**config.mk**
```make
export PLATFORM = sky130hd
export DESIGN_NAME = rom_loader
export DESIGN_NICKNAME = d
export VERILOG_FILES = /design/src/logic/rom_map_pkg.sv /design/src/logic/ctrl_pkg.sv /design/src/logic/rom_loader.sv
export VERILOG_INCLUDE_DIRS = /design/src /design/src/include
export SDC_FILE = /design/constraint.sdc
export NUM_CORES = 1
export LEC_CHECK = 0
export BUFFER_PORTS_ARGS = -buffer_cell sky130_fd_sc_hd__buf_2
export CAP_MARGIN = 20
export CELL_PAD_IN_SITES_DETAIL_PLACEMENT = 2
export CELL_PAD_IN_SITES_GLOBAL_PLACEMENT = 2
export CORE_UTILIZATION = 35
export CTS_CLUSTER_SIZE = 28
export DETAILED_ROUTE_END_ITERATION = 7
export PLACE_DENSITY = 0.71
export SLEW_MARGIN = 40
export SYNTH_ARGS = -nofsm -noshare
export SYNTH_HDL_FRONTEND = slang
export SYNTH_SLANG_ARGS = --single-unit
export TNS_END_PERCENT = 10
```
**constraint.sdc**
```tcl
create_clock -name clock_24 -period 2.2 [get_ports clock_24]
set_clock_uncertainty 0.05 [all_clocks]
set_input_delay 0.11 -clock clock_24 [delete_from_list [all_inputs] [get_ports clock_24]]
set_output_delay 0.11 -clock clock_24 [all_outputs]
set_load 0.01 [all_outputs]
```
**src/include/dkong_macros.svh**
```systemverilog
`ifndef DKONG_MACROS_SVH
`define DKONG_MACROS_SVH

// Download byte address and store word address
`define DL_AW 16
`define MEM_AW 15

// Data widths
`define BYTE_W 8
`define WORD_W 16

// Loader queue depth, also the credits the download source starts with
`define DL_CREDITS 4

// Word offsets of the ROM regions inside the store
`define MAIN_BASE 'h0000
`define SUB_BASE 'h7000
`define WAV_BASE 'h4000

// Number of byte read ports on the store (main, snd, wav)
`define RD_PORTS 3

`endif

```
**src/logic/rom_map_pkg.sv**
```systemverilog
`default_nettype none

`include "dkong_macros.svh"

package rom_map_pkg;

	// Byte address as seen by the download port and the read ports
	typedef logic [`DL_AW-1:0] byte_addr_t;

	// Word address inside the store, 32K words
	typedef logic [`MEM_AW-1:0] word_addr_t;

	typedef logic [`BYTE_W-1:0] rom_byte_t;
	typedef logic [`WORD_W-1:0] rom_word_t;

	// Byte lane write enables
	// bit 1 upper byte, bit 0 lower byte
	typedef logic [1:0] lane_sel_t;

endpackage

`default_nettype wire

```
**src/logic/ctrl_pkg.sv**
```systemverilog
`default_nettype none

package ctrl_pkg;

	// Board joystick, active high
	// bit 0 right, 1 left, 2 down, 3 up, 4 fire, 5 start, 6 coin, 7 spare
	typedef logic [7:0] joy_t;

	// Game input lines, active low
	// bit 0 U1, 1 D1, 2 L1, 3 R1, 4 J1,
	// bit 5 U2, 6 D2, 7 L2, 8 R2, 9 J2,
	// bit 10 S1, 11 S2, 12 C1, 13 spare
	typedef logic [13:0] game_in_t;

	// Download phases seen by the loader
	typedef enum logic [1:0] {
		idle,
		loading,
		done
	} loader_state_t;

endpackage

`default_nettype wire

```
**src/logic/rom_loader.sv**
```systemverilog
`default_nettype none

`include "dkong_macros.svh"

module rom_loader (
	input  wire                          clock_24,
	input  wire                          rst,
	input  wire                          dl_active,
	input  wire                          dl_wr,
	input  wire rom_map_pkg::byte_addr_t dl_addr,
	input  wire rom_map_pkg::rom_byte_t  dl_data,
	input  wire                          wr_ready,
	output logic                         dl_credit,
	output logic                         wr_valid,
	output rom_map_pkg::word_addr_t      wr_addr,
	output rom_map_pkg::lane_sel_t       wr_lanes,
	output rom_map_pkg::rom_byte_t       wr_byte,
	output logic                         loaded_pulse
);
	import rom_map_pkg::*;
	import ctrl_pkg::*;

	localparam int QW = $clog2(`DL_CREDITS);
	localparam int CW = $clog2(`DL_CREDITS + 1);

	byte_addr_t    q_addr [`DL_CREDITS];
	rom_byte_t     q_data [`DL_CREDITS];
	logic [QW-1:0] head;
	logic [QW-1:0] tail;
	logic [CW-1:0] count;
	logic          wr_last;
	logic          push;
	logic          pop;
	logic          drained;
	loader_state_t state;

	function automatic logic [QW-1:0] ptr_inc(input logic [QW-1:0] p);
		return (p == QW'(`DL_CREDITS - 1)) ? '0 : p + 1'b1;
	endfunction

	assign push = dl_active & dl_wr & ~wr_last; // Rising edge of the strobe
	assign pop = (count != '0) & (~wr_valid | wr_ready);
	assign drained = (count == '0) & ~wr_valid;

	// One credit per byte handed to the store
	assign dl_credit = wr_valid & wr_ready;
	assign loaded_pulse = (state == loading) & ~dl_active & drained;

	always_ff @(posedge clock_24) begin
		if (push) begin
			q_addr[tail] <= dl_addr;
			q_data[tail] <= dl_data;
		end
	end

	always_ff @(posedge clock_24) begin
		if (rst) begin
			wr_last <= 1'b0;
			head <= '0;
			tail <= '0;
			count <= '0;
			wr_valid <= 1'b0;
		end else begin
			wr_last <= dl_wr;
			if (push)
				tail <= ptr_inc(tail);
			if (pop)
				head <= ptr_inc(head);
			count <= count + CW'(push) - CW'(pop);
			if (pop)
				wr_valid <= 1'b1;
			else if (wr_ready)
				wr_valid <= 1'b0;
		end
	end

	// Head of queue moves into the write register and odd bytes take the upper lane
	always_ff @(posedge clock_24) begin
		if (pop) begin
			wr_addr <= q_addr[head][`MEM_AW:1];
			wr_lanes <= {q_addr[head][0], ~q_addr[head][0]};
			wr_byte <= q_data[head];
		end
	end

	always_ff @(posedge clock_24) begin
		if (rst) begin
			state <= idle;
		end else begin
			case (state)
				idle, done: if (dl_active) state <= loading;
				loading: if (loaded_pulse) state <= done;
				default: state <= idle;
			endcase
		end
	end

	// Source must hold a credit for every strobe
	a_no_overflow: assert property (@(posedge clock_24) disable iff (rst)
		push |-> count < CW'(`DL_CREDITS))
		else $error("download strobe with no credit left");

	// Payload holds while the store stalls
	a_valid_hold: assert property (@(posedge clock_24) disable iff (rst)
		wr_valid && !wr_ready |=> wr_valid && $stable({wr_addr, wr_lanes, wr_byte}));

endmodule

`default_nettype wire

```
# [Yosys cells after proc, flatten, opt, wreduce, memory -nomap -nowiden]
# Memory sizes are Yosys's and may differ from the RTL's. A register that Yosys moved wholly into a read port is not among the register bits.
# Cells that the tools add are included.
[word_totals] register_bits=28 latch_bits=0 ram_bits=96 rom_bits=0 inputBits=29 output_inout_bits=28 n_memories=2
[op_classes] addsub=4 multipliers=0 n_div=0 magnitude_cmp=0 eq_ne=6 shift=0 muxes=11 bitwise_logic=12 reduce_logical=6
[mem_list] name="q_addr" words=4 word_bits=16 read_ports=1 rd_clocked_by_memory_dff=1 wr=1 line_no="rom_loader.sv:26" text="byte_addr_t q_addr [`DL_CREDITS];"
[mem_list] name="q_data" words=4 word_bits=8 read_ports=1 rd_clocked_by_memory_dff=1 wr=1 line_no="rom_loader.sv:27" text="rom_byte_t q_data [`DL_CREDITS];"
[ops] op="$mux W2" count=6
[ops] op="$and A1 B1 Y1" count=7
[ops] op="$eq A2 B2 Y1 const B" count=3
[ops] op="$add A2 B1 Y2 const B" count=2
[ops] op="$mux W1" count=4
[ops] op="$ne A2 B2 Y1 const B" count=2
[ops] op="$not A1 Y1" count=4
[ops] op="$pmux W2 S2" count=1
[ops] op="$add A3 B1 Y3" count=1
[ops] op="$logic_not A3 Y1" count=1
[ops] op="$reduce_bool A3 Y1" count=1
[ops] op="$sub A3 B1 Y3" count=1
[ops] op="$eq A2 B1 Y1 const B" count=1
[ops] op="$logic_not A2 Y1" count=1
[ops] op="$reduce_and A2 Y1" count=1
[ops] op="$reduce_bool A2 Y1" count=1
[ops] op="$reduce_or A2 Y1" count=1
[ops] op="$or A1 B1 Y1" count=1

# [Longest topological paths before layout]
[depth] ltp_word=5 mapped_depth=9

# [Least setup slack after synthesis]
# No wires, ideal clock.
[synth_path] path_kind="register to register" from="reg wr_valid" to="reg count[2]" setup_time_ns=0.078 arrival_ns=2.201 t_required_ns=2.072 path_slack_ns=-0.129 path_stages_with_launch=10 synth_period_minus_slack_ns=2.329 path_cell_list="dfxtp_1 -> and2b_1 -> nor2_4 -> xor2_1 -> ha_1 -> inv_1 -> fa_1 -> xor2_1 -> and2_1 -> nor3_1"
[synth_via] elab_chain_cells=4
[synth_lines] item="start, declared" line_no="rom_loader.sv:14" text="output logic wr_valid,"
[synth_lines] item="start signal, assigned" line_no="rom_loader.sv:62" text="wr_valid <= 1'b0;"
[synth_lines] item="start signal, assigned" line_no="rom_loader.sv:71" text="wr_valid <= 1'b1;"
[synth_lines] item="start signal, assigned" line_no="rom_loader.sv:73" text="wr_valid <= 1'b0;"
[synth_lines] item="$not A1 Y1" line_no="rom_loader.sv:42" text="assign pop = (count != '0) & (~wr_valid | wr_ready);"
[synth_lines] item="$or A1 B1 Y1" line_no="rom_loader.sv:42"
[synth_lines] item="$and A1 B1 Y1" line_no="rom_loader.sv:42"
[synth_lines] item="via pop" line_no="rom_loader.sv:33" text="logic pop;"
[synth_lines] item="$sub A3 B1 Y3" line_no="rom_loader.sv:69" text="count <= count + CW'(push) - CW'(pop);"
[synth_lines] item="end signal, assigned" line_no="rom_loader.sv:69"
[synth_lines] item="end, declared" line_no="rom_loader.sv:30" text="logic [CW-1:0] count;"
# The timed path passes the listed nets, and every way through them passes these cells.
# A chain may end at the register's enable or synchronous reset.

# [Worst setup path after layout]
[layout_path] from="reg count[1]" to="reg count[2]"
[layout_via] elab_chain_cells=3 elab_cells_between_ends=4 cone_classes="2 x add/sub; 1 x bitwise; 1 x reduce/logical"
[layout_lines] item="$reduce_bool A3 Y1" line_no="rom_loader.sv:42"
[layout_lines] item="$and A1 B1 Y1" line_no="rom_loader.sv:42"
[layout_lines] item="via pop" line_no="rom_loader.sv:33"
[layout_lines] item="$sub A3 B1 Y3" line_no="rom_loader.sv:69"
# The timed path passes the listed nets, and every way through them passes these cells.

==> impl_metrics.ini <==
[finish]
layout.cells.most_common = edfxtp_1
insertedDiodeCount = 0
drive_above_1_share_pct = 34.21
mostFrequentLayoutCells = edfxtp_1 (121), buf_2 (56), dlygate4sd3_1 (30), mux4_2 (19), clkbuf_16 (17)
area_growth_pct = 27.98
final_area_sq_um = 6290
fin_nets = 365

[logic_synthesis]
synth_area_leaders = edfxtp_1 (74%), mux4_2 (8.7%), dfxtp_1 (5.3%), mux4_1 (2.7%), ha_1 (1.5%)
yosysSeqAreaShare_pct = 79.23
yosysTopAreaCell = edfxtp_1
synthFlopType = edfxtp_1
syn_area_per_cell_sq_um = 22.34
ys_ff_latch = 134
synth-async-reset-ratio_pct = 0
synth_top_area_share_pct = 73.93
syn_nets = 256
ys_warn_count = 0
ys_types = 30
synth.cell_area_sq_um = 4915
synth-edff-count = 121
syn_inst = 220

[timing]
max_slew_margin_pct = 58.64
hold_viol = 0
worstMarginPinSlew_ps = 619.6
period_needed_ps = 2040
setup_violations = 0
fin_crit_sh_pct = 92.74
clock.fmax_mhz = 490.1
rsz0062_at_grt = false
drv_slew = 0

[setup_path]
critical_path_arrival_ps = 2320
critPathRequiredTime_ps = 2480
worst_path_max_delay_cell = dfxtp_2
crit_end = count[2]
max_stage_delay_ps = 360
r2r-start = count[1]
critPathKind = flip-flop to flip-flop
r2r_end = count[2]
cpMostUsedCell = xor2_1
critPathLaunchType = flip-flop
reg2regPathDepth = 9
reg2reg_slack_ps = 160
critical_path.startpoint = count[1]
worstSetupEndpointType = flip-flop
critical_path.cell_chain = nor3_4 -> nor2_4 -> xor2_1 -> ha_2 -> inv_1 -> fa_2 -> xor2_1 -> and2_1 -> nor3_1
worst-path-max-fanout = 5

[power]
p_total_uw = 7426
powerDensity_nw_per_um2 = 1181
leakagePower_uw = 0.002205
vdd_drop_max_mv = 0.5822

[detailed_routing]
route.detailed.drc = 0
drtIter0Drc = 100
via_count = 2432
drt-total-wl_um = 10090
avgRoutedWirePerCell_um = 19.48
drt-pass1-iter-count = 4
routed_via_density = 4.695
ant_nets = 0

[floorplanning]
io_pins = 57
coreArea_sq_um = 13450
std_cell_rows = 42
initial_utilization_pct = 36.53
die_area_sq_um = 14520
die_width_um = 120.5
die_y_um = 120.5

[grt]
grt_pass1_vias = 2795
grt_pass1_wl_um = 15730
grt_overflow_total = 0
grt_max_degree = 28
track_usage_pct = 15.61
antenna_found_initial = 0

[clock_tree]
clock_latency_ps = 410
htree_num_levels = 4
clk_pin_slew_ps = 50
cts_buffers = 17
cts_num_sinks = 134
cts_root_buf = clkbuf_16
cts_tree = done
cts_buffer_depth = 2

[placed_design]
port-buffer-count = 56
place_area_sq_um = 5480
dp_hpwl_um = 6174
gp_congestion = 0.6869

[flow_run]
maxCapViolCount = 0

[status]
status = finished clean

[hold_path]
min_path_type = primary input to flip-flop
[report_power, final]
group	switching (uW)	internal (uW)	leakage [uW]	total (uW)
Clock	930	1520	0.000245	2450
Sequential	204	3260	0.00122	3470
Combinational	783	723	0.000738	1510
Total	1920	5510	0.00221	7430
[cells in the mapped netlist (3+ instances only)]
cell      number
a21oi_1        4
and2_1         6
buf_2          4
dfxtp_1       13
edfxtp_1     121
ha_1           6
inv_1          4
mux4_1         5
mux4_2        19
nand2_1        3
nor2_1         5
nor2b_1        3
nor3_1         4
[state kept, by name (all words and copies together), names as in the netlist, named ones only]
register	count
count	3
head	2
q_addr	64
q_data	32
state	2
tail	2
wr_addr	15
wr_byte	8
wr_lanes	2
wr_last	1
wr_valid	1
[worst max-delay path: cells and delay by family (launching register included)]
kind          cells  cell delay [ps]
simple gates      4              670
fa+ha+maj         2              510
flops             1              360
xor+xnor          2              320
buf+inv           1               50
[metrics by stage]
step	hold WS [ps]	instances	utilization [%]	worst slack, ps	setup TNS, ps
after floorplan	133.0	220	-	-72.62	-72.62
after global placement	273.6	456	40.74	241.1	0
after detailed placement	279.2	456	40.74	114.8	0
after CTS	384.1	518	46.75	103.1	0
after global routing	396.0	518	46.75	2.264	0
final	398.6	518	46.75	159.7	0
[layer usage]
metal  vias to the layer above  track usage [%]  share of wire [%]
met2                        54            26.26                 52
met1                      1255            18.42                 43
li1                       1112                -                  -
met3                        11            5.189                4.1
met4                         0            6.250                1.4
met5                         -                0                  0
[cell type report]
class | instances | area [sq um]
multi-input cells | 74 | 953.4
inverters | 4 | 15.01
repair buffers | 98 | 695.7
fillers | 1267 | 7163
well taps | 176 | 220.2
flip-flops and latches | 134 | 3896
clock buffers | 24 | 451.7
clock inverters | 8 | 57.56
[kinds of logic after synthesis]
family	Yosys count	synth area share [%]
flops	134	79.23
simple gates	30	3.870
mux	28	12.25
buf+inv	12	1.502
compound gates	7	0.8656
fa+ha+maj	7	1.935
xor+xnor	2	0.3565
[worst min path at each step]
stage	start	endpoint	slack, ps	cells past startpoint
floorplan	dl_active	state[1]	130	1
global placement	dl_addr[15]	q_addr[0][15]	270	1
detailed placement	dl_addr[15]	q_addr[2][15]	280	1
CTS	dl_data[1]	q_data[1][1]	380	2
global route	dl_data[1]	q_data[2][1]	400	2
finish	dl_data[1]	q_data[1][1]	400	2
[timing repair]
action,4_1_cts,5_1_grt
buffers inserted,0,0
gates resized for setup,0,0
endpoints found under the hold margin,105,0
endpoints found under the setup margin,0,1
hold buffers,30,0
(Power assumes the default switching activity.)
