### src/logic/ctrl_pkg.sv
`default_nettype none

package ctrl_pkg;

	// Board joystick, active high
	// bit 0 right, 1 left, 2 down, 3 up, 4 fire, 5 start, 6 coin, 7 spare
	typedef logic [7:0] joy_t;

	// Game input lines, active low
	// bit 0 U1, 1 D1, 2 L1, 3 R1, 4 J1,
	// bit 5 U2, 6 D2, 7 L2, 8 R2, 9 J2,
	// bit 10 S1, 11 S2, 12 C1, 13 spare
	typedef logic [13:0] game_in_t;

	// Download phases seen by the loader
	typedef enum logic [1:0] {
		idle,
		loading,
		done
	} loader_state_t;

endpackage

`default_nettype wire

### src/logic/control_mapper.sv
`default_nettype none

module control_mapper (
	input  wire                   clock_24,
	input  wire                   rst,
	input  wire ctrl_pkg::joy_t   joy_0,
	input  wire ctrl_pkg::joy_t   joy_1,
	input  wire                   rotate,
	output ctrl_pkg::game_in_t    game_in
);
	import ctrl_pkg::*;

	logic [4:0] p1;
	logic [4:0] p2;
	logic       s1;
	logic       s2;
	logic       c1;

	// Returns {fire, right, left, down, up}, active high
	function automatic logic [4:0] map_stick(input joy_t j, input logic rot);
		if (rot)
			return {j[4], j[3], j[2], j[0], j[1]}; // Quarter turn of the stick
		return {j[4], j[0], j[1], j[2], j[3]};
	endfunction

	assign p1 = map_stick(joy_0, rotate);
	assign p2 = map_stick(joy_1, rotate);
	assign s1 = joy_0[5];
	assign c1 = joy_0[6];
	assign s2 = joy_1[5]; // Player two start

	always_ff @(posedge clock_24) begin
		if (rst)
			game_in <= '1;
		else
			game_in <= ~{1'b0, c1, s2, s1, p2, p1}; // Spare line stays inactive
	end

endmodule

`default_nettype wire

### config.mk
export PLATFORM = sky130hd
export DESIGN_NAME = control_mapper
export DESIGN_NICKNAME = d
export VERILOG_FILES = /design/src/logic/ctrl_pkg.sv /design/src/logic/control_mapper.sv
export SDC_FILE = /design/constraint.sdc
export NUM_CORES = 1
export LEC_CHECK = 0
export BUFFER_PORTS_ARGS = -buffer_cell sky130_fd_sc_hd__buf_2
export CAP_MARGIN = 20
export CORE_AREA = 8 8 45 47
export DETAILED_ROUTE_END_ITERATION = 7
export DIE_AREA = 0 0 53 55
export PLACE_DENSITY_LB_ADDON = 0.05
export REMOVE_ABC_BUFFERS = 1
export SYNTH_ARGS = -nofsm -noshare
export SYNTH_HDL_FRONTEND = slang
export SYNTH_SLANG_ARGS = --single-unit
export TNS_END_PERCENT = 10
### constraint.sdc
create_clock -name clock_24 -period 0.8 [get_ports clock_24]
set_input_delay 0.16 -clock clock_24 [delete_from_list [all_inputs] [get_ports clock_24]]
set_output_delay 0.16 -clock clock_24 [all_outputs]
set_load 0.005 [all_outputs]
* Word level (Yosys, flattened, before mapping)
Cells that the tools add are included.
** Operators by class
- Bitwise gates (word level) :: 1
- Mux-type cells :: 5
** Operators by type and width (count)
- two-way mux 5 bit :: 4
- NOT 13 -> 14 bit :: 1
- two-way mux 1 bit :: 1
** Storage, ports and cells
- Logic and storage cells :: 7
- Bits of input ports :: 19
- Register bits after elaboration :: 14
- Output and inout port bits :: 14

* Logic depth before layout (Yosys ltp)
Gate-level depths: netlist of the first run.
- Depth in word-level cells :: 3
- Depth in mapped cells :: 3
- Gate-level depth less buffers :: 2

* Worst setup path before layout of the first run
Ideal clock, no wire load.
- Kind :: input to register
- From :: input rotate
- To :: register game_in[0]
- Library setup time :: 0.120 ns
- Buffers on the path :: 1
- Cell stages on the path :: 3
- Required time :: 0.680 ns
- Arrival :: 0.573 ns
- Path slack :: 0.107 ns
- Cells stage by stage :: buf_6 -> mux2i_1 -> or2_1
** On the way
- Word-level cells in the longest chain between the ends :: 3
** Ends and longest elaborated chain
- from (decl) :: line control_mapper.sv:8 : input wire rotate,
- two-way mux 1 bit :: line control_mapper.sv:21 : if (rot)
- two-way mux 5 bit :: line control_mapper.sv:23 : return {j[4], j[0], j[1], j[2], j[3]};
- NOT 13 -> 14 bit :: line control_mapper.sv:36 : game_in <= ~{1'b0, c1, s2, s1, p2, p1};
- to (signal assigned) :: line control_mapper.sv:36
- to (decl) :: line control_mapper.sv:9 : output ctrl_pkg::game_in_t game_in
No other way between the ends.
A chain may end at the register's enable or synchronous reset.

* Final worst setup path of the first run
- From :: register game_in[0]
- To :: output game_in[0]
No word-level cell between the ends.

==> results of run 1 <==
[placed cells by master (no fill, tap or decap)]
| cell | Yosys | routed |
|---|---|---|
| nand2b_1 | 5 | 5 |
| clkbuf_4 | 0 | 3 |
| dfxtp_2 | 0 | 2 |
| buf_6 | 1 | 1 |
| mux2i_1 | 8 | 8 |
| dfxtp_1 | 13 | 11 |
| conb_1 | 1 | 1 |
| or2_1 | 8 | 8 |
| clkbuf_1 | 1 | 1 |
| buf_2 | 0 | 27 |
[path summary, 6_finish.rpt]
kind                   start     endpoint  slack (ps)  depth (start not counted)
setup / recovery  game_in[0]   game_in[0]         -50                          1
hold / removal      joy_0[6]  game_in[12]          50                          2
[power by group through the flow]
stage / Clock (uW) / Combinational (uW) / Sequential [uW]
5_1_grt: 441 / 173 / 701
3_5_place_dp: 0 / 154 / 710
2_1_floorplan: 0 / 47.3 / 718
6_report: 386 / 154 / 696
4_1_cts: 397 / 154 / 695
3_3_place_gp: 0 / 153 / 709
[logic make-up after synthesis]
logic type             Yosys count  share of synthesized area
flip-flops                      13                      0.581
AND/OR/NAND/NOR                 13                      0.182
multiplexers                     8                      0.179
buffers and inverters            3                     0.0503
other                            1                    0.00837
[cell type report]
class / count / area (um2)
fill: 139 / 763
multi-input combinational: 22 / 165
sequential: 13 / 263
tap: 16 / 20.0
clock buffer: 4 / 26.3
timing repair buffer: 28 / 146
[routing by layer]
layer | global-route usage | vias to the layer above
met3 | 0.0241 | 2
met2 | 0.0996 | 21
li1 | - | 177
met1 | 0.0708 | 135
met5 | 0 | -
met4 | 0.0905 | 0
[timing repair]
action                     in CTS  in global routing
setup endpoints to repair      13                 13
gates resized for setup         0                  3
gates cloned                    0                  0
[per-stage QoR]
stage,cell area (um2),total power (uW),util,TNS [ps]
5_1_grt,621,1320,0.448,-1060
4_1_cts,612,1250,0.442,-643
2_1_floorplan,425,765,-,0
3_3_place_gp,586,862,0.423,-17.5
3_5_place_dp,586,863,0.423,-31.9
6_report,621,1240,0.448,-515
==> results.json, run 1 <==
{
  "drc_errors": 0,
  "synth_top_cell_by_area": "dfxtp_1",
  "synth_cells": 38,
  "synth_edf_count": 0,
  "drt_wl_total_um": 950,
  "intPower_uw": 971,
  "root_buffer": "clkbuf_4",
  "synth_cell_type_count": 8,
  "max_cap_violations": 0,
  "setup-violations-final": 13,
  "cts_tree": "built",
  "critPathArrivalTime_ps": 690,
  "core-area_mm2": 0.00138,
  "fin_cells": 83,
  "top_layer": "met4",
  "die_h_um": 55,
  "critPathBufInv": 1,
  "grt-ovfl-total": 0,
  "finalHoldViolCount": 0,
  "crit_family": "flip-flops",
  "synth_seq_area_share": 0.581,
  "cts_max_path_buffers": 2,
  "grt_usage": 0.0697,
  "dp_cells": 79,
  "hpwlAfterDp_um": 768,
  "io_pins": 33,
  "ant_nets": 0,
  "power_density_mw_per_mm2": 1990,
  "seqPwrFrac": 0.563,
  "cpMaxStageDelayCell": "dfxtp_2",
  "slew_violations": 0,
  "cts.clk_slew.worst_paths_ps": 70,
  "diodes": 0,
  "period_minus_slack_ps": 852,
  "swShare": 0.215,
  "synthArstFlopShare": 0,
  "ys_seq_elements": 13,
  "cp_max_fo": 1,
  "cp_cell_sequence": "buf_6",
  "clockPowerShare": 0.312,
  "htree_levels": 1,
  "std_cell_rows": 14,
  "hold_buffers": 0,
  "rsz0062_at_grt": "true",
  "fin_crit_sh": 1.06,
  "postCtsSetupBuffers": 0,
  "grt_max_degree": 14,
  "cp.required_ps": 640,
  "ir_worst_vdd_v": 0.000687,
  "syn2layout_area_growth_pct": 38.5,
  "cts_made_buffers": 3,
  "synth_most_common_cell": "dfxtp_1",
  "pre_cts_ws_ps": -9.71,
  "fp.dieArea_mm2": 0.00292,
  "post_drt_wl_per_cell_um": 11.4,
  "min_path_type": "primary input to register",
  "reg_top3": "game_in x13",
  "violations": "negative setup slack",
  "dr_wl_met2_um": 426,
  "port_buffers": 28,
  "gp_routability_congestion": 0.602,
  "die_w_um": 53,
  "drt_iter0_drc": 2,
  "dr_total_vias": 335,
  "antenna_found_initial": 0,
  "viasPerCell": 4.04,
  "final_nets": 87,
  "final_layout_size_suffix_gt1_frac": 0.493,
  "ys_top_cells_by_count": "13 x dfxtp_1, 8 x mux2i_1, 8 x or2_1",
  "grt_pass1_vias": 349,
  "cellLeakagePower_uw": 0.000302,
  "largest_register_ffs": 13,
  "synthTopCellsByArea": "dfxtp_1 58%, mux2i_1 18%, or2_1 11%",
  "switchingPower_uw": 265,
  "wl_met1_um": 388,
  "outcome": "complete, but fails checks",
  "synthDominantCellAreaShare": 0.581,
  "clock-sinks": 13,
  "synth_area_per_cell_um2": 11.8,
  "path_class": "register to output port",
  "fmax_ghz": 1.17,
  "cp-start-kind": "register",
  "combPwrFrac": 0.125,
  "worst_slack_ps": -52.0,
  "wl_met3_um": 108,
  "drt_first_pass_iters": 2,
  "initial_core_util": 0.324,
  "critPathCaptureType": "output port",
  "holdWs_ps": 55.0,
  "yosys_warnings": 0,
  "crit_path_max_incr_delay_ps": 320,
  "grt_pass1_wl_um": 1410,
  "synthFlopType": "dfxtp_1",
  "regMostFlops": "game_in",
  "syn_area_um2": 448
}
Power figures use the tool's default switching activity.
==> run 2: changes to the inputs <==
BUFFER_PORTS_ARGS = -buffer_cell sky130_fd_sc_hd__clkbuf_2   (was -buffer_cell sky130_fd_sc_hd__buf_2)
==> run 2 against run 1 <==
Against the previous run:
- the flow still finishes with violations (negative setup slack)
- clock-buffer cell count is the same
- sequential cell count is the same
- cell area shrank 0.40%
- core utilization shrank 0.18 points
- die area is the same
- global-route usage grew 0.32 points
- power is essentially flat
- fmax is essentially flat
- critical path type unchanged
- clock power grew 1%
==> results.json, run 2 (synthesized netlist as in run 1, its figures left out) <==
{
  "drt_wl_total_um": 914,
  "cp_cell_sequence": "clkbuf_2",
  "fin_area_um2": 618,
  "post_drt_wl_per_cell_um": 11.0,
  "std_cell_rows": 14,
  "drt_first_pass_iters": 2,
  "core-area_mm2": 0.00138,
  "hold_end": "game_in[11]",
  "drc_errors": 0,
  "seqPwrFrac": 0.565,
  "drt_iter0_drc": 1,
  "grt_pass1_vias": 376,
  "dr_total_vias": 336,
  "grt_max_degree": 14,
  "cp.required_ps": 640,
  "switchingPower_uw": 267,
  "pre_cts_ws_ps": -37.0,
  "fp.dieArea_mm2": 0.00292,
  "min_path_type": "primary input to register",
  "rsz0062_at_grt": "true",
  "whs_path_depth": 2,
  "initial_core_util": 0.324,
  "cts.clk_slew.worst_paths_ps": 70,
  "grt_usage": 0.0729,
  "crit_path_max_incr_delay_ps": 320,
  "grt-ovfl-total": 0,
  "die_w_um": 53,
  "critPathCaptureType": "output port",
  "htree_levels": 1,
  "gp_routability_congestion": 0.582,
  "largest_register_ffs": 13,
  "path_class": "register to output port",
  "ir_worst_vdd_v": 0.000645,
  "clockPowerShare": 0.315,
  "seq_area_um2": 267,
  "ant_nets": 0,
  "placed_area_um2": 586,
  "grt_pass1_wl_um": 1470,
  "diodes": 0,
  "final_cell_mix": "25 x clkbuf_2, 8 x mux2i_1, 8 x or2_1, 8 x dfxtp_1",
  "swShare": 0.216,
  "holdCritStartpoint": "joy_1[5]",
  "intPower_uw": 969,
  "slew_violations": 0,
  "violations": "negative setup slack",
  "max_cap_violations": 0,
  "hold_buffers": 0,
  "critPathBufInv": 1,
  "worst_slack_ps": -52.3,
  "clock-sinks": 13,
  "period_minus_slack_ps": 852,
  "outcome": "complete, but fails checks",
  "reg_top3": "game_in x13",
  "power_uw": 1240,
  "worst-path-stages": 1,
  "final_common_cell": "clkbuf_2",
  "cts_max_path_buffers": 2,
  "port_buffers": 28,
  "finalHoldViolCount": 0,
  "cpMaxStageDelayCell": "dfxtp_2",
  "antenna_found_initial": 0,
  "cp_max_fo": 1,
  "nFillCells": 147,
  "regMostFlops": "game_in",
  "cellLeakagePower_uw": 0.000309,
  "io_pins": 33,
  "setup-violations-final": 13,
  "combPwrFrac": 0.120,
  "cts_tree": "built",
  "tns_ps": -550,
  "final_nets": 87,
  "cts_made_buffers": 3,
  "multi_input_area_um2": 165,
  "root_buffer": "clkbuf_4",
  "die_h_um": 55,
  "final_layout_size_suffix_gt1_frac": 0.537,
  "power_density_mw_per_mm2": 2000,
  "cp-start-kind": "register",
  "critPathArrivalTime_ps": 690,
  "fmax_ghz": 1.17,
  "viasPerCell": 4.05,
  "syn2layout_area_growth_pct": 38.0,
  "crit_family": "flip-flops",
  "fin_crit_sh": 1.07
}
## run 2: changes by cell type in the layout (fill, tap and decap cells not counted), sizes merged
| cell | change |
|---|---|
| buf | -25 |
| clkbuf | +25 |
## run 2: final cells by class
type,instances,area share
flip-flops and latches,13,0.431
multi-input cells,22,0.267
repair buffers,28,0.227
clock buffers,4,0.0425
well taps,16,0.0324
## run 2: power by group through the flow
stage                     combinational, uW  sequential [uW]  clock, uW
after floorplan                        47.3              718          0
after global placement                  153              710          0
after detailed placement                154              711          0
after CTS                               154              697        422
after global routing                    169              705        454
final                                   148              698        390
## run 2: per-layer routing
| layer | vias to the layer above | part of all wire | global-route usage |
|---|---|---|---|
| met4 | 0 | 0.030 | 0.103 |
| li1 | 175 | - | - |
| met5 | - | 0 | 0 |
| met1 | 138 | 0.38 | 0.0706 |
| met2 | 21 | 0.47 | 0.105 |
| met3 | 2 | 0.11 | 0.0241 |
## run 2: what timing repair did
action                                  CTS  global route
buffers inserted                          0             0
endpoints found under the setup margin   13            13
gates resized for setup                   1             7
## run 2: worst max path at each step
stage | start | end | slack, ps
finish | game_in[8] | game_in[8] | -50
global route | game_in[8] | game_in[8] | -110
CTS | game_in[8] | game_in[8] | -80
detailed placement | rotate | game_in[8] | -40
global placement | rotate | game_in[7] | -30
floorplan | rotate | game_in[0] | 240
## run 2: through the flow
step | hold slack, ps | cells | util
global route | 30.5 | 83 | 0.447
CTS | 33.0 | 83 | 0.443
floorplan | 233 | 35 | -
finish | 45.1 | 83 | 0.447
global placement | 320 | 79 | 0.423
detailed placement | 326 | 79 | 0.423
==> run 3: changes to the inputs <==
SKIP_LAST_GASP = 1   (was unset)
==> run 3 against run 2 <==
Against the previous run:
- the flow still finishes with violations (negative setup slack)
- wire length fell by 0.11%
- final cell count did not move
- power fell by 0.12%
- global-route usage did not move
- critical endpoint unchanged
- clock-buffer cell count did not move
- combinational power barely moved
- critical path depth did not move
- sequential share of layout area fell by 0.35 points
- fmax barely moved
- die area did not move
- core utilization fell by 0.27 points
- non-clock buffer count did not move
==> results.json, run 3 (synthesized netlist as in run 1, its figures left out) <==
{
  "htree_levels": 1,
  "regMostFlops": "game_in",
  "fin_cells": 83,
  "hold_buffers": 0,
  "cp-start-kind": "register",
  "dr_total_vias": 334,
  "placed_area_um2": 586,
  "core-area_mm2": 0.00138,
  "die_h_um": 55,
  "syn2layout_area_growth_pct": 37.2,
  "cts_made_buffers": 3,
  "reg_top3": "game_in x13",
  "antenna_found_initial": 0,
  "final_util": 0.444,
  "drt_iter0_drc": 1,
  "crit_path_max_incr_delay_ps": 320,
  "outcome": "complete, but fails checks",
  "grt_max_degree": 14,
  "final_layout_size_suffix_gt1_frac": 0.493,
  "cts_tree": "built",
  "cp_max_fo": 1,
  "crit_family": "flip-flops",
  "drt_first_pass_iters": 2,
  "violations": "negative setup slack",
  "gp_routability_congestion": 0.582,
  "rsz0062_at_grt": "true",
  "min_path_type": "primary input to register",
  "worst_slack_ps": -52.4,
  "cts_max_path_buffers": 2,
  "path_class": "register to output port",
  "pre_cts_ws_ps": -37.0,
  "cts.clk_slew.worst_paths_ps": 70,
  "critPathCaptureType": "output port",
  "cp.required_ps": 640,
  "final_nets": 87,
  "period_minus_slack_ps": 852,
  "largest_register_ffs": 13,
  "holdWs_ps": 45.1,
  "viasPerCell": 4.02,
  "diodes": 0,
  "grt_usage": 0.0729,
  "dp_cells": 79,
  "final_cell_mix": "28 x clkbuf_2, 11 x dfxtp_1, 8 x mux2i_1, 8 x or2_1, 5 x nand2b_1",
  "critPathBufInv": 1,
  "drt_wl_total_um": 913,
  "slew_violations": 0,
  "drc_errors": 0,
  "port_buffers": 28,
  "fin_area_um2": 614,
  "fp.dieArea_mm2": 0.00292,
  "power_density_mw_per_mm2": 2010,
  "critPathArrivalTime_ps": 690,
  "final_common_cell": "clkbuf_2",
  "fmax_ghz": 1.17,
  "post_drt_wl_per_cell_um": 11.0,
  "finalHoldViolCount": 0,
  "cp_cell_sequence": "clkbuf_2",
  "io_pins": 33,
  "ant_nets": 0,
  "grt-ovfl-total": 0,
  "cellLeakagePower_uw": 0.000313,
  "grt_pass1_wl_um": 1470,
  "grt_pass1_vias": 376,
  "root_buffer": "clkbuf_4",
  "clock-sinks": 13,
  "die_w_um": 53,
  "cpMaxStageDelayCell": "dfxtp_2",
  "ir_worst_vdd_v": 0.000646,
  "initial_core_util": 0.324,
  "fin_crit_sh": 1.07,
  "setup-violations-final": 13,
  "max_cap_violations": 0,
  "std_cell_rows": 14,
  "postCtsSetupBuffers": 0
}
## run 3: final cells by class
| class | count | area [um2] |
|---|---|---|
| Fill cell | 148 | 769 |
| Sequential cell | 13 | 263 |
| Multi-Input combinational cell | 22 | 165 |
| Timing Repair Buffer | 28 | 140 |
| Clock buffer | 4 | 26.3 |
| Tap cell | 16 | 20.0 |
## run 3: worst paths after layout
path / startpoint / to / slack, ps / cells past startpoint
min: joy_1[5] / game_in[11] / 50 / 2
max: game_in[8] / game_in[8] / -50 / 1
## run 3: timing repair
item | CTS | global route
setup endpoints to repair | 13 | 13
cloned | 0 | 0
gates resized for setup | 1 | 1
## run 3: per-layer routing
metal / share of wire / up-vias / track usage
li1: - / 175 / -
met1: 0.38 / 136 / 0.0706
met2: 0.47 / 21 / 0.105
met3: 0.11 / 2 / 0.0241
met4: 0.030 / 0 / 0.103
met5: 0 / - / 0
## run 3: per-stage QoR
| step | power, uW | TNS, ps |
|---|---|---|
| 4_1_cts | 1270 | -862 |
| 2_1_floorplan | 765 | 0 |
| 6_report | 1230 | -550 |
| 3_3_place_gp | 864 | -219 |
| 3_5_place_dp | 865 | -239 |
| 5_1_grt | 1330 | -1170 |
## run 3: power breakdown
part / switching (uW) / internal (uW) / leakage, uW / total, uW
Sequential: 9.24 / 688 / 0.000108 / 697
Clock: 197 / 193 / 0.0000150 / 390
Combinational: 61.2 / 86.7 / 0.000190 / 148
Total: 267 / 968 / 0.000313 / 1230
